[src/verilog/periph_pkg.sv]
// Shared types and constants for the 8051-style timer and interrupt block
`default_nettype none

package periph_pkg;

    // SFR addresses served by this block
    typedef enum logic [7:0] {
        SFR_TCON = 8'h88,
        SFR_TMOD = 8'h89,
        SFR_TL0  = 8'h8A,
        SFR_TL1  = 8'h8B,
        SFR_TH0  = 8'h8C,
        SFR_TH1  = 8'h8D
    } sfr_addr_e;

    // One SFR byte
    typedef logic [7:0] data_t;

    // Bus request, valid when sel is high together with wr or rd
    typedef struct packed {
        logic       sel;
        logic       wr;
        logic       rd;
        logic [7:0] addr;
        data_t      wdata;
    } sfr_req_t;

    // TMOD M1/M0 field
    // Split mode is not implemented, a timer in that mode holds its value
    typedef enum logic [1:0] {
        MODE_13BIT   = 2'b00,
        MODE_16BIT   = 2'b01,
        MODE_RELOAD8 = 2'b10,
        MODE_SPLIT   = 2'b11
    } timer_mode_e;

    // Control fields of one timer
    // Upper four bits line up with its TMOD nibble
    typedef struct packed {
        logic        gate;
        logic        counter_mode;
        timer_mode_e mode;
        logic        run;
    } timer_cfg_t;

    // TCON bit positions
    localparam int TCON_TF1 = 7;
    localparam int TCON_TR1 = 6;
    localparam int TCON_TF0 = 5;
    localparam int TCON_TR0 = 4;
    localparam int TCON_IE1 = 3;
    localparam int TCON_IT1 = 2;
    localparam int TCON_IE0 = 1;
    localparam int TCON_IT0 = 0;

    // Clocks per machine cycle
    localparam int TICK_DIV = 12;

endpackage

`default_nettype wire

[src/verilog/sfr_bus.sv]
// SFR bus decoder with TMOD/TCON storage, write strobes, flag clears and read-back
`timescale 1ns/1ps
`default_nettype none

module sfr_bus (
    input  logic                         clk,
    input  logic                         reset_n,
    input  periph_pkg::sfr_req_t         sfr_req,
    input  periph_pkg::data_t [1:0]      tl,
    input  periph_pkg::data_t [1:0]      th,
    input  logic [1:0]                   tf,
    input  logic [1:0]                   ie,
    input  logic [1:0]                   tf_ack,
    input  logic [1:0]                   ie_ack,
    output periph_pkg::timer_cfg_t [1:0] cfg,
    output logic [1:0]                   it,
    output logic [1:0]                   tl_wr,
    output logic [1:0]                   th_wr,
    output periph_pkg::data_t            wdata,
    output logic [1:0]                   tf_clr,
    output logic [1:0]                   ie_clr,
    output periph_pkg::data_t            rdata
);
    import periph_pkg::*;

    data_t      tmod;
    logic [1:0] tr;
    logic       wr_en;
    logic       rd_en;
    logic       tcon_wr;
    data_t      tcon_rd;
    data_t      rd_mux;

    assign wr_en   = sfr_req.sel & sfr_req.wr;
    assign rd_en   = sfr_req.sel & sfr_req.rd;
    assign tcon_wr = wr_en && (sfr_req.addr == SFR_TCON);

    // Write byte shared by all timer registers
    assign wdata = sfr_req.wdata;

    // Per-timer TL/TH write strobes
    assign tl_wr[0] = wr_en && (sfr_req.addr == SFR_TL0);
    assign tl_wr[1] = wr_en && (sfr_req.addr == SFR_TL1);
    assign th_wr[0] = wr_en && (sfr_req.addr == SFR_TH0);
    assign th_wr[1] = wr_en && (sfr_req.addr == SFR_TH1);

    // TMOD and the TR/IT bits of TCON live here
    // TF and IE bits belong to the timers and ext_int
    always_ff @(posedge clk or negedge reset_n) begin
        if (!reset_n) begin
            tmod <= '0;
            tr   <= '0;
            it   <= '0;
        end else begin
            if (wr_en && (sfr_req.addr == SFR_TMOD)) begin
                tmod <= sfr_req.wdata;
            end
            if (tcon_wr) begin
                tr[0] <= sfr_req.wdata[TCON_TR0];
                tr[1] <= sfr_req.wdata[TCON_TR1];
                it[0] <= sfr_req.wdata[TCON_IT0];
                it[1] <= sfr_req.wdata[TCON_IT1];
            end
        end
    end

    // Timer 0 uses TMOD[3:0], timer 1 TMOD[7:4]
    always_comb begin
        for (int i = 0; i < 2; i++) begin
            cfg[i].gate         = tmod[4*i+3];
            cfg[i].counter_mode = tmod[4*i+2];
            cfg[i].mode         = timer_mode_e'(tmod[4*i +: 2]);
            cfg[i].run          = tr[i];
        end
    end

    // Writing 0 to a flag bit clears it, so does the matching ack
    assign tf_clr[0] = (tcon_wr && !sfr_req.wdata[TCON_TF0]) || tf_ack[0];
    assign tf_clr[1] = (tcon_wr && !sfr_req.wdata[TCON_TF1]) || tf_ack[1];
    assign ie_clr[0] = (tcon_wr && !sfr_req.wdata[TCON_IE0]) || ie_ack[0];
    assign ie_clr[1] = (tcon_wr && !sfr_req.wdata[TCON_IE1]) || ie_ack[1];

    // TCON as seen by a read, live flags merged with stored bits
    always_comb begin
        tcon_rd           = '0;
        tcon_rd[TCON_TF1] = tf[1];
        tcon_rd[TCON_TR1] = tr[1];
        tcon_rd[TCON_TF0] = tf[0];
        tcon_rd[TCON_TR0] = tr[0];
        tcon_rd[TCON_IE1] = ie[1];
        tcon_rd[TCON_IT1] = it[1];
        tcon_rd[TCON_IE0] = ie[0];
        tcon_rd[TCON_IT0] = it[0];
    end

    // Read multiplexer, unmapped addresses give 00h
    always_comb begin
        case (sfr_req.addr)
            SFR_TCON: rd_mux = tcon_rd;
            SFR_TMOD: rd_mux = tmod;
            SFR_TL0:  rd_mux = tl[0];
            SFR_TL1:  rd_mux = tl[1];
            SFR_TH0:  rd_mux = th[0];
            SFR_TH1:  rd_mux = th[1];
            default:  rd_mux = '0;
        endcase
    end

    // Read data lands one cycle after rd and holds until the next read
    always_ff @(posedge clk or negedge reset_n) begin
        if (!reset_n) begin
            rdata <= '0;
        end else if (rd_en) begin
            rdata <= rd_mux;
        end
    end

endmodule

`default_nettype wire

[src/verilog/cycle_tick.sv]
// Machine-cycle tick generator with tick-rate sampling of the counter pins
`timescale 1ns/1ps
`default_nettype none

module cycle_tick #(
    parameter int tick_div = periph_pkg::TICK_DIV
) (
    input  logic       clk,
    input  logic       reset_n,
    input  logic [1:0] t_pin,
    output logic       tick,
    output logic [1:0] pin_fall
);
    // Divider needs at least two clocks per tick
    localparam int CNT_W = (tick_div > 2) ? $clog2(tick_div) : 1;
    localparam logic [CNT_W-1:0] CNT_LAST = CNT_W'(tick_div - 1);
    // Tick sits mid-period, first one tick_div/2 clocks out of reset
    localparam logic [CNT_W-1:0] CNT_TICK = CNT_W'(tick_div / 2);

    logic [CNT_W-1:0] div_cnt;
    // Per pin, [0] is the newest sample
    logic [1:0][1:0]  samp;

    always_ff @(posedge clk or negedge reset_n) begin
        if (!reset_n) begin
            div_cnt <= '0;
        end else if (div_cnt == CNT_LAST) begin
            div_cnt <= '0;
        end else begin
            div_cnt <= div_cnt + 1'b1;
        end
    end

    assign tick = (div_cnt == CNT_TICK);

    // Pins are looked at once per machine cycle only
    always_ff @(posedge clk or negedge reset_n) begin
        if (!reset_n) begin
            samp <= '0;
        end else if (tick) begin
            for (int i = 0; i < 2; i++) begin
                samp[i] <= {samp[i][0], t_pin[i]};
            end
        end
    end

    // High then low seen on two ticks, reported for a single clock
    always_comb begin
        for (int i = 0; i < 2; i++) begin
            pin_fall[i] = tick && (samp[i] == 2'b10);
        end
    end

endmodule

`default_nettype wire

[src/verilog/timer_unit.sv]
// One timer/counter with TH/TL, 13-bit, 16-bit and 8-bit auto-reload modes and overflow flag
`timescale 1ns/1ps
`default_nettype none

module timer_unit (
    input  logic                   clk,
    input  logic                   reset_n,
    input  periph_pkg::timer_cfg_t cfg,
    input  logic                   gate_pin,
    input  logic                   tick,
    input  logic                   pin_fall,
    input  logic                   tl_wr,
    input  logic                   th_wr,
    input  periph_pkg::data_t      wdata,
    input  logic                   tf_clr,
    output periph_pkg::data_t      tl,
    output periph_pkg::data_t      th,
    output logic                   tf
);
    import periph_pkg::*;

    logic        count_src;
    logic        count_en;
    logic [12:0] sum13;
    logic [15:0] sum16;
    data_t       sum8;
    data_t       tl_next;
    data_t       th_next;
    logic        at_max;
    logic        wrap;

    // Timer mode counts machine cycles, counter mode counts pin falls
    assign count_src = cfg.counter_mode ? pin_fall : tick;

    // With GATE set, a low interrupt pin stops the count
    assign count_en = count_src && cfg.run && (!cfg.gate || gate_pin);

    // Incremented views for each count width
    assign sum13 = {th, tl[4:0]} + 13'd1;
    assign sum16 = {th, tl} + 16'd1;
    assign sum8  = tl + 8'd1;

    // Next TH/TL and the all-ones check for the selected mode
    always_comb begin
        tl_next = tl;
        th_next = th;
        at_max  = 1'b0;
        case (cfg.mode)
            MODE_13BIT: begin
                // TL[4:0] is a 5-bit prescaler below the 8 bits of TH
                // TL[7:5] is left alone
                at_max  = &{th, tl[4:0]};
                tl_next = {tl[7:5], sum13[4:0]};
                th_next = sum13[12:5];
            end
            MODE_16BIT: begin
                at_max  = &{th, tl};
                tl_next = sum16[7:0];
                th_next = sum16[15:8];
            end
            MODE_RELOAD8: begin
                // TH is the reload value and never counts
                at_max  = &tl;
                tl_next = at_max ? th : sum8;
            end
            MODE_SPLIT: begin
                // Not supported, hold everything
                at_max  = 1'b0;
            end
        endcase
    end

    assign wrap = count_en && at_max;

    // A bus write beats a count landing in the same cycle
    always_ff @(posedge clk or negedge reset_n) begin
        if (!reset_n) begin
            tl <= '0;
            th <= '0;
        end else begin
            if (tl_wr) begin
                tl <= wdata;
            end else if (count_en) begin
                tl <= tl_next;
            end
            if (th_wr) begin
                th <= wdata;
            end else if (count_en) begin
                th <= th_next;
            end
        end
    end

    // Overflow flag rises with the wrap, clear has priority
    always_ff @(posedge clk or negedge reset_n) begin
        if (!reset_n) begin
            tf <= 1'b0;
        end else if (tf_clr) begin
            tf <= 1'b0;
        end else if (wrap) begin
            tf <= 1'b1;
        end
    end

endmodule

`default_nettype wire

[src/verilog/ext_int.sv]
// External interrupt pins 0 and 1, synchronized, level or edge triggered, with IE flags
`timescale 1ns/1ps
`default_nettype none

module ext_int (
    input  logic       clk,
    input  logic       reset_n,
    input  logic [1:0] int_n,
    input  logic [1:0] it,
    input  logic [1:0] ie_clr,
    output logic [1:0] ie
);
    // Per pin shift chain of the inverted pin, newest in [0]
    // [1] is the synchronized request level
    // [3:2] are one stage later and feed the edge detector
    logic [1:0][3:0] req_sh;
    logic [1:0]      set_req;

    always_ff @(posedge clk or negedge reset_n) begin
        if (!reset_n) begin
            req_sh <= '0;
        end else begin
            for (int i = 0; i < 2; i++) begin
                req_sh[i] <= {req_sh[i][2:0], ~int_n[i]};
            end
        end
    end

    // IT=0 follows the low level, IT=1 takes only a new falling edge
    always_comb begin
        for (int i = 0; i < 2; i++) begin
            if (it[i]) begin
                set_req[i] = req_sh[i][2] && !req_sh[i][3];
            end else begin
                set_req[i] = req_sh[i][1];
            end
        end
    end

    // Flags are sticky until cleared
    // Clear wins, so in level mode a held pin sets the flag again next cycle
    always_ff @(posedge clk or negedge reset_n) begin
        if (!reset_n) begin
            ie <= '0;
        end else begin
            for (int i = 0; i < 2; i++) begin
                if (ie_clr[i]) begin
                    ie[i] <= 1'b0;
                end else if (set_req[i]) begin
                    ie[i] <= 1'b1;
                end
            end
        end
    end

endmodule

`default_nettype wire

[src/verilog/timer_periph.sv]
// Timer and external interrupt SFR peripheral, top level
`timescale 1ns/1ps
`default_nettype none

module timer_periph #(
    parameter int tick_div = periph_pkg::TICK_DIV
) (
    input  logic                 clk,
    input  logic                 reset_n,
    input  periph_pkg::sfr_req_t sfr_req,
    output periph_pkg::data_t    rdata,
    input  logic [1:0]           tf_ack,
    input  logic [1:0]           ie_ack,
    input  logic [1:0]           t_pin,
    input  logic [1:0]           int_n,
    output logic [1:0]           irq_tf,
    output logic [1:0]           irq_ie
);
    import periph_pkg::*;

    timer_cfg_t [1:0] cfg;
    data_t [1:0]      tl;
    data_t [1:0]      th;
    data_t            wdata;
    logic [1:0]       it;
    logic [1:0]       tl_wr;
    logic [1:0]       th_wr;
    logic [1:0]       tf_clr;
    logic [1:0]       ie_clr;
    logic [1:0]       pin_fall;
    logic             tick;

    // Register file, decode and read-back
    sfr_bus u_sfr_bus (
        .clk     (clk),
        .reset_n (reset_n),
        .sfr_req (sfr_req),
        .tl      (tl),
        .th      (th),
        .tf      (irq_tf),
        .ie      (irq_ie),
        .tf_ack  (tf_ack),
        .ie_ack  (ie_ack),
        .cfg     (cfg),
        .it      (it),
        .tl_wr   (tl_wr),
        .th_wr   (th_wr),
        .wdata   (wdata),
        .tf_clr  (tf_clr),
        .ie_clr  (ie_clr),
        .rdata   (rdata)
    );

    cycle_tick #(
        .tick_div (tick_div)
    ) u_cycle_tick (
        .clk      (clk),
        .reset_n  (reset_n),
        .t_pin    (t_pin),
        .tick     (tick),
        .pin_fall (pin_fall)
    );

    // Timer n is gated by interrupt pin n
    for (genvar i = 0; i < 2; i++) begin : g_timer
        timer_unit u_timer (
            .clk      (clk),
            .reset_n  (reset_n),
            .cfg      (cfg[i]),
            .gate_pin (int_n[i]),
            .tick     (tick),
            .pin_fall (pin_fall[i]),
            .tl_wr    (tl_wr[i]),
            .th_wr    (th_wr[i]),
            .wdata    (wdata),
            .tf_clr   (tf_clr[i]),
            .tl       (tl[i]),
            .th       (th[i]),
            .tf       (irq_tf[i])
        );
    end

    ext_int u_ext_int (
        .clk     (clk),
        .reset_n (reset_n),
        .int_n   (int_n),
        .it      (it),
        .ie_clr  (ie_clr),
        .ie      (irq_ie)
    );

endmodule

`default_nettype wire

[config.mk]
export PLATFORM = sky130hd
export DESIGN_NAME = timer_periph
export DESIGN_NICKNAME = d
export VERILOG_FILES = /design/src/verilog/periph_pkg.sv /design/src/verilog/sfr_bus.sv /design/src/verilog/cycle_tick.sv /design/src/verilog/timer_unit.sv /design/src/verilog/ext_int.sv /design/src/verilog/timer_periph.sv
export SDC_FILE = /design/constraint.sdc
export NUM_CORES = 1
export LEC_CHECK = 0
export BUFFER_PORTS_ARGS = -buffer_cell sky130_fd_sc_hd__buf_2
export CAP_MARGIN = 30
export CORE_UTILIZATION = 30
export CTS_BUF_LIST = sky130_fd_sc_hd__clkbuf_4
export DETAILED_ROUTE_END_ITERATION = 8
export GPL_TIMING_DRIVEN = 0
export MAX_ROUTING_LAYER = met4
export PLACE_DENSITY_LB_ADDON = 0.08
export SLEW_MARGIN = 40
export SYNTH_ARGS = -nofsm -noshare
export SYNTH_HDL_FRONTEND = slang
export SYNTH_SLANG_ARGS = --single-unit
[constraint.sdc]
create_clock -name clk -period 2 [get_ports clk]
set_input_delay 0.5 -clock clk [delete_from_list [all_inputs] [get_ports clk]]
set_output_delay 0.5 -clock clk [all_outputs]
set_load 0.1 [all_outputs]
==> results.sh, run 1 <==
export IMPL_cp_end_kind="register"
export IMPL_grt_use_total=0.208
export IMPL_post_drt_via_cell_ratio=5.45
export IMPL_critPathKind="register to register"
export IMPL_start_util=0.308
export IMPL_tritoncts="built"
export IMPL_synthMuxAreaShare=0.116
export IMPL_syn_nets=516
export IMPL_min_period_over_period=1.02
export IMPL_fillerInstances=1473
export IMPL_area_growth_pct=23.8
export IMPL_ant_nets=0
export IMPL_worstHoldPathType="input pin to register"
export IMPL_nNetsFinal=580
export IMPL_ys_ff_latch=72
export IMPL_routedWlPerCell_um=20.6
export IMPL_finalSetupViolCount=1
export IMPL_final_max_slew_viol_count=0
export IMPL_ys_seq_area_frac=0.401
export IMPL_final_util=0.381
export IMPL_drive_above_1_share=0.293
export IMPL_final_cell_mix="dfrtp_1 (68), nand2_1 (50), buf_2 (41)"
export IMPL_grt_pass1_vias=3996
export IMPL_clockBufferDepth=2
export IMPL_synth_area_um2=4490
export IMPL_status="finished with violations"
export IMPL_powerDensity_nw_per_um2=650
export IMPL_worstSetupStartpointType="register"
export IMPL_async_flop_share=1.00
export IMPL_fmax_mhz=488
export IMPL_die_area_um2=15500
export IMPL_min_from="tf_ack[1]"
export IMPL_fp_dieH_um=124
export IMPL_required_ns=2.41
export IMPL_grt_setup_unrepaired="true"
export IMPL_synth_xor_area_frac=0.0410
export IMPL_ys_warn_count=0
export IMPL_num_rows=44
export IMPL_cts_root_buffer="clkbuf_4"
export IMPL_dp_hpwl_um=10900
export IMPL_ys_types=54
export IMPL_rrSetupSlack_ns=-0.05
export IMPL_yosys_area_top_type_share=0.401
export IMPL_r2r_cells=5
export IMPL_violations="negative setup slack"
export IMPL_synthSimpleGateAreaFrac=0.187
export IMPL_cp_arrival_ns=2.45
export IMPL_critPathMaxFanout=8
export IMPL_vias=3970
export IMPL_antenna_found_initial=1
export IMPL_hold_path_endpoint="g_timer[1].u_timer.tf$_DFFE_PN0P_"
export IMPL_synth_compound_area_frac=0.176
export IMPL_finalCriticalPeriod_ns=2.05
export IMPL_worst_slack_ns=-0.0483
export IMPL_p_leak_nw=2.33
export IMPL_insertion_delay_ns=0.48
export IMPL_vdd_drop_max_mv=0.227
export IMPL_die_w_um=124
export IMPL_io_pins=41
export IMPL_synth_largest_area_cell="dfrtp_1"
export IMPL_synth_edf_count=0
export IMPL_syn_mean_instance_area_um2=9.45
export IMPL_port_buffers=39
export IMPL_grt_start_max_net_pins=43
export IMPL_path_clk_slew_ns=0.14
export IMPL_drc=0
export IMPL_dr_first_iter_drc_count=217
export IMPL_reg2reg_to="g_timer[1].u_timer.tl[7]$_DFFE_PN0P_"
export IMPL_coreArea_um2=14600
export IMPL_final_common_cell="dfrtp_1"
export IMPL_max_slew_margin=0.423
export IMPL_cts_max_level=3
export IMPL_wirelength_um=15000
export IMPL_finalHoldViolCount=0
export IMPL_timing_hold_ws_ns=0.167
export IMPL_cts_buffers_inserted=9
export IMPL_clock_sinks=72
export IMPL_synth_top_flop_cell="dfrtp_1"
export IMPL_synth_top_family_by_area="simple AND/OR/NAND/NOR gates"
export IMPL_routabilityCongestion=0.857
export IMPL_worst_pin_slew_ns=0.859
export IMPL_finalClockSkew_ns=0.0219
export IMPL_maxCapViolations=0
export IMPL_grt_overflow_total=0
export IMPL_synth_area_leaders="dfrtp_1 (40%), o21ai_0 (4.7%), nand2_1 (4.3%)"
export IMPL_worstHoldPathCells=2
export IMPL_grt_pass1_wl_um=23700
export IMPL_synth_fa_ha_area_frac=0.0335
export IMPL_synthCells=475
export IMPL_r2r_start="g_timer[1].u_timer.tl[2]$_DFFE_PN0P_"
export IMPL_dr_pass1_iters=5
-- Yosys cell counts, types with 2 or more instances --
cell type,count
buf_4,2
buf_2,5
mux2i_1,16
o21a_1,2
and4_1,3
o21ai_0,42
o22ai_1,12
nand2b_1,6
a21oi_1,9
or3_1,7
nand3_1,20
inv_1,25
o2111ai_1,6
clkbuf_1,14
nand2_1,52
xnor2_1,6
nor2b_1,5
and2_1,5
a211oi_1,5
dfrtp_1,72
mux2_2,16
ha_1,12
a221oi_1,6
o211ai_1,6
nor4_1,8
nor2_1,25
and3_1,8
xor2_1,15
o31ai_1,3
a31oi_1,7
nor3_1,13
a22o_1,8
nand4_1,6
mux4_2,8
-- flip-flops by register name, summed over array words and instances (netlist names) --
name and cells:
g_timer.u_timer.th 16, g_timer.u_timer.tl 16, u_ext_int.req_sh 8, u_sfr_bus.rdata 8
u_sfr_bus.tmod 8, u_cycle_tick.div_cnt 4, u_cycle_tick.samp 4, g_timer.u_timer.tf 2
u_ext_int.ie 2, u_sfr_bus.it 2, u_sfr_bus.tr 2
-- cell families (layout without fill, tap and decap cells) --
group                    Yosys count  count (layout)
adder cells (fa/ha/maj)           12              12
flip-flops                        72              72
XOR/XNOR                          21              21
multiplexers                      40              40
AND/OR/NAND/NOR                  165             165
buffers and inverters             48             116
other                              0               2
AO/OA/AOI/OAI                    117             117
-- power breakdown --
| group | switching, W | total, W | internal [W] |
|---|---|---|---|
| sequential | 0.000220 | 0.00180 | 0.00158 |
| combinational | 0.000551 | 0.000929 | 0.000378 |
| clock | 0.000626 | 0.000879 | 0.000253 |
| total | 0.00140 | 0.00361 | 0.00221 |
-- layer usage --
metal | vias up | global-route usage | share of wire
met1 | 1942 | 0.280 | 0.47
met3 | 26 | 0.0253 | 0.042
met4 | 0 | 0.101 | 0.031
li1 | 1886 | - | -
met2 | 116 | 0.309 | 0.46
met5 | - | - | 0
-- critical path, stage by stage (launching register included) --
cell and delay [ns]:
dfrtp_1 0.35, clkbuf_2 0.22, nand3_1 0.28, or3_1 0.46
or4_1 0.50, a31oi_1 0.17
-- how the worst max path moves through the flow --
stage                                              start                              endpoint  slack, ns
floorplan              u_cycle_tick.div_cnt[0]$_DFF_PN0_  g_timer[0].u_timer.th[7]$_DFFE_PN0P_       0.02
global placement                             sfr_req[14]  g_timer[1].u_timer.th[5]$_DFFE_PN0P_      -0.85
detailed placement                           sfr_req[14]  g_timer[0].u_timer.th[2]$_DFFE_PN0P_      -0.46
CTS                    u_cycle_tick.div_cnt[0]$_DFF_PN0_  g_timer[1].u_timer.tl[7]$_DFFE_PN0P_      -0.06
global route           u_cycle_tick.div_cnt[0]$_DFF_PN0_  g_timer[1].u_timer.tl[7]$_DFFE_PN0P_      -0.19
finish              g_timer[1].u_timer.tl[2]$_DFFE_PN0P_  g_timer[1].u_timer.tl[7]$_DFFE_PN0P_      -0.05
-- area by class of cell --
| class | instances | area (um^2) | area share |
|---|---|---|---|
| flip-flops and latches | 72 | 1810 | 0.325 |
| clock buffers | 9 | 67.6 | 0.0122 |
| clock inverters | 6 | 45.0 | 0.00811 |
| diodes | 2 | 5.00 | 0.000901 |
| plain buffers | 18 | 96.3 | 0.0173 |
| inverters | 25 | 93.8 | 0.0169 |
| repair buffers | 58 | 382 | 0.0687 |
| well taps | 184 | 230 | 0.0414 |
| multi-input cells | 355 | 2830 | 0.509 |
-- per-stage QoR --
stage	setup TNS [ns]	setup WS, ns	std cells	area, um^2	power (W)
6_report	-0.0483	-0.0483	729	5560	0.00361
2_1_floorplan	0	0.0183	475	4510	0.00226
3_3_place_gp	-29.30	-0.854	698	4930	0.00257
3_5_place_dp	-15.52	-0.462	699	4970	0.00258
4_1_cts	-0.115	-0.0553	721	5300	0.00354
5_1_grt	-2.03	-0.186	729	5560	0.00380
-- timing repair --
item | CTS | global route
endpoints found under the setup margin | 34 | 35
pin swaps | 6 | 16
hold buffers | 1 | 0
resized for setup | 28 | 56
setup buffers | 9 | 7
hold endpoints to repair | 30 | 0
cloned | 1 | 0
No activity file was read; power rests on OpenSTA's default activity.
==> run 2, diff against run 1 <==
--- a/config.mk
+++ b/config.mk
@@ -7,12 +7,14 @@
 export LEC_CHECK = 0
 export BUFFER_PORTS_ARGS = -buffer_cell sky130_fd_sc_hd__buf_2
 export CAP_MARGIN = 30
+export CORE_MARGIN = 10
 export CORE_UTILIZATION = 30
 export CTS_BUF_LIST = sky130_fd_sc_hd__clkbuf_4
 export DETAILED_ROUTE_END_ITERATION = 8
 export GPL_TIMING_DRIVEN = 0
 export MAX_ROUTING_LAYER = met4
 export PLACE_DENSITY_LB_ADDON = 0.08
+export REMOVE_ABC_BUFFERS = 1
 export SLEW_MARGIN = 40
 export SYNTH_ARGS = -nofsm -noshare
 export SYNTH_HDL_FRONTEND = slang
==> constraint.sdc (replaced) <==
create_clock -name clk -period 2.27 [get_ports clk]
set_input_delay 0.5675 -clock clk [delete_from_list [all_inputs] [get_ports clk]]
set_output_delay 0.5675 -clock clk [all_outputs]
set_load 0.1 [all_outputs]
==> run 2 against run 1 <==
The flow now finishes without violations; first-iteration DRC count up 70%; worst setup slack improved by 0.13 ns; flip-flop and latch count is the same; global-route usage fell by 5.6 points; register-to-register slack improved by 0.13 ns; hold slack improved by 0.070 ns; die area up 31%; sequential power shrank 10%; count of clock-buffer cells in the layout is the same; design area fell by 6.3%; combinational power shrank 26%; critical path type unchanged; critical endpoint unchanged; highest routed layer unchanged.
==> results.sh, run 2 (synthesized netlist as in run 1, its figures left out) <==
export IMPL_grt_pass1_wl_um=23100
export IMPL_grt_overflow_total=0
export IMPL_dp_hpwl_um=11000
export IMPL_drc=0
export IMPL_cts_max_level=3
export IMPL_critPathMaxFanout=10
export IMPL_r2r_cells=6
export IMPL_finalHoldViolCount=0
export IMPL_hold_path_endpoint="u_ext_int.ie[1]$_DFFE_PN0P_"
export IMPL_port_buffers=40
export IMPL_die_area_um2=20300
export IMPL_vias=3979
export IMPL_r2r_start="u_sfr_bus.tmod[4]$_DFFE_PN0P_"
export IMPL_finalSetupViolCount=0
export IMPL_reg2reg_to="g_timer[1].u_timer.tl[7]$_DFFE_PN0P_"
export IMPL_grt_setup_unrepaired="false"
export IMPL_grt_pass1_vias=3794
export IMPL_multi_input_area_um2=2580
export IMPL_timing_hold_ws_ns=0.237
export IMPL_p_leak_nw=2.16
export IMPL_worstHoldPathCells=2
export IMPL_num_rows=44
export IMPL_worst_pin_slew_ns=0.681
export IMPL_cp_arrival_ns=2.58
export IMPL_final_cell_mix="dfrtp_1 (70), nand2_1 (51), buf_2 (43)"
export IMPL_maxCapViolations=0
export IMPL_preCtsSetupSlack_ns=-0.349
export IMPL_cts_buffers_inserted=9
export IMPL_fmax_mhz=457
export IMPL_worstSetupStartpointType="register"
export IMPL_powerDensity_nw_per_um2=634
export IMPL_die_w_um=142
export IMPL_ff_latch_area_um2=1800
export IMPL_antenna_found_initial=0
export IMPL_rrSetupSlack_ns=0.08
export IMPL_clockBufferDepth=2
export IMPL_grt_start_max_net_pins=52
export IMPL_min_period_over_period=0.964
export IMPL_num_antenna_cells=0
export IMPL_routabilityCongestion=0.876
export IMPL_routedWlPerCell_um=20.9
export IMPL_wirelength_um=14800
export IMPL_grt_use_total=0.152
export IMPL_cts_root_buffer="clkbuf_4"
export IMPL_critPathKind="register to register"
export IMPL_final_common_cell="dfrtp_1"
export IMPL_path_clk_slew_ns=0.14
export IMPL_reg_top3="g_timer.u_timer.th (16), g_timer.u_timer.tl (16)"
export IMPL_insertion_delay_ns=0.47
export IMPL_final_max_slew_viol_count=0
export IMPL_coreArea_um2=14600
export IMPL_clock_sinks=72
export IMPL_nNetsFinal=560
export IMPL_post_drt_via_cell_ratio=5.62
export IMPL_status="finished clean"
export IMPL_max_slew_margin=0.543
export IMPL_ant_nets=0
export IMPL_worstHoldPathType="input pin to register"
export IMPL_area_growth_pct=16.0
export IMPL_power_total_w=0.00330
export IMPL_tritoncts="built"
export IMPL_finalClockSkew_ns=0.0160
export IMPL_vdd_drop_max_mv=0.190
export IMPL_fillerInstances=1495
export IMPL_dr_first_iter_drc_count=369
export IMPL_min_from="ie_ack[1]"
export IMPL_drive_above_1_share=0.221
export IMPL_fp_dieH_um=142
export IMPL_required_ns=2.66
export IMPL_finalCriticalPeriod_ns=2.19
export IMPL_cp_end_kind="register"
export IMPL_dr_pass1_iters=5
export IMPL_worst_slack_ns=0.0818
export IMPL_start_util=0.308
export IMPL_io_pins=41
-- run 2: cell count changes in the layout (fill, tap and decap cells not counted), moves of 4 or more --
| cell | before | now |
|---|---|---|
| o21ai_1 | 17 | 2 |
| buf_4 | 16 | 9 |
| o21ai_0 | 24 | 41 |
| o2111ai_2 | 4 | 0 |
| buf_6 | 5 | 1 |
| ha_1 | 6 | 11 |
| nor4_2 | 1 | 5 |
| o2111ai_1 | 2 | 6 |
| nor4_4 | 6 | 0 |
| clkbuf_1 | 9 | 0 |
-- run 2: layer usage --
| metal | wire length [um] | share of wire | global-route usage | vias to the layer above |
|---|---|---|---|---|
| li1 | - | - | - | 1846 |
| met2 | 6130 | 0.41 | 0.203 | 148 |
| met5 | 0 | 0 | - | - |
| met4 | 261 | 0.018 | 0.0543 | 0 |
| met1 | 7470 | 0.50 | 0.225 | 1966 |
| met3 | 944 | 0.064 | 0.0254 | 19 |
-- run 2: critical path, stage by stage, from the launching register on --
cell     delay, ns
dfrtp_1       0.47
inv_1         0.09
ha_1          0.48
nor2b_1       0.26
nand2_1       0.15
or4_1         0.49
a31oi_1       0.18
-- run 2: worst max-delay path by stage --
stage	start	endpoint	slack, ns	cells after the start
2_1_floorplan	sfr_req[14]	g_timer[0].u_timer.th[7]$_DFFE_PN0P_	-0.36	4
3_3_place_gp	sfr_req[14]	g_timer[0].u_timer.th[7]$_DFFE_PN0P_	-1.29	5
3_5_place_dp	u_cycle_tick.div_cnt[0]$_DFF_PN0_	g_timer[1].u_timer.tl[0]$_DFFE_PN0P_	-0.35	7
4_1_cts	u_cycle_tick.div_cnt[0]$_DFF_PN0_	g_timer[0].u_timer.th[7]$_DFFE_PN0P_	0.01	7
5_1_grt	u_sfr_bus.tmod[4]$_DFFE_PN0P_	g_timer[1].u_timer.tl[7]$_DFFE_PN0P_	0.008	6
6_report	u_sfr_bus.tmod[4]$_DFFE_PN0P_	g_timer[1].u_timer.tl[7]$_DFFE_PN0P_	0.08	6
-- run 2: metrics by stage --
stage | cells | instance area (um^2) | setup TNS [ns] | utilization
floorplan | 452 | 4380 | -3.20 | -
global placement | 676 | 4810 | -24.10 | 0.330
detailed placement | 681 | 4890 | -6.07 | 0.335
CTS | 703 | 5120 | 0 | 0.351
global route | 708 | 5210 | 0 | 0.357
finish | 708 | 5210 | 0 | 0.357
-- run 2: cell type report --
cell class	count	area share
inverter	25	0.0180
multi-input combinational	356	0.496
clock buffer	9	0.0130
clock inverter	7	0.0185
tap	184	0.0442
timing repair buffer	55	0.0637
sequential	72	0.346
-- run 2: report_power, final --
part | total, W | internal, W | leakage [nW] | switching [W]
Clock | 0.000990 | 0.000445 | 0.0781 | 0.000546
Combinational | 0.000687 | 0.000295 | 1.17 | 0.000393
Sequential | 0.00162 | 0.00139 | 0.909 | 0.000230
-- run 2: timing repair --
item / 4_1_cts / 5_1_grt
pin swaps: 2 / 2
setup buffers: 4 / 5
resized for setup: 6 / 9
setup endpoints to repair: 20 / 15
hold buffers: 1 / 0
hold endpoints to repair: 21 / 0
gates cloned: 1 / 0
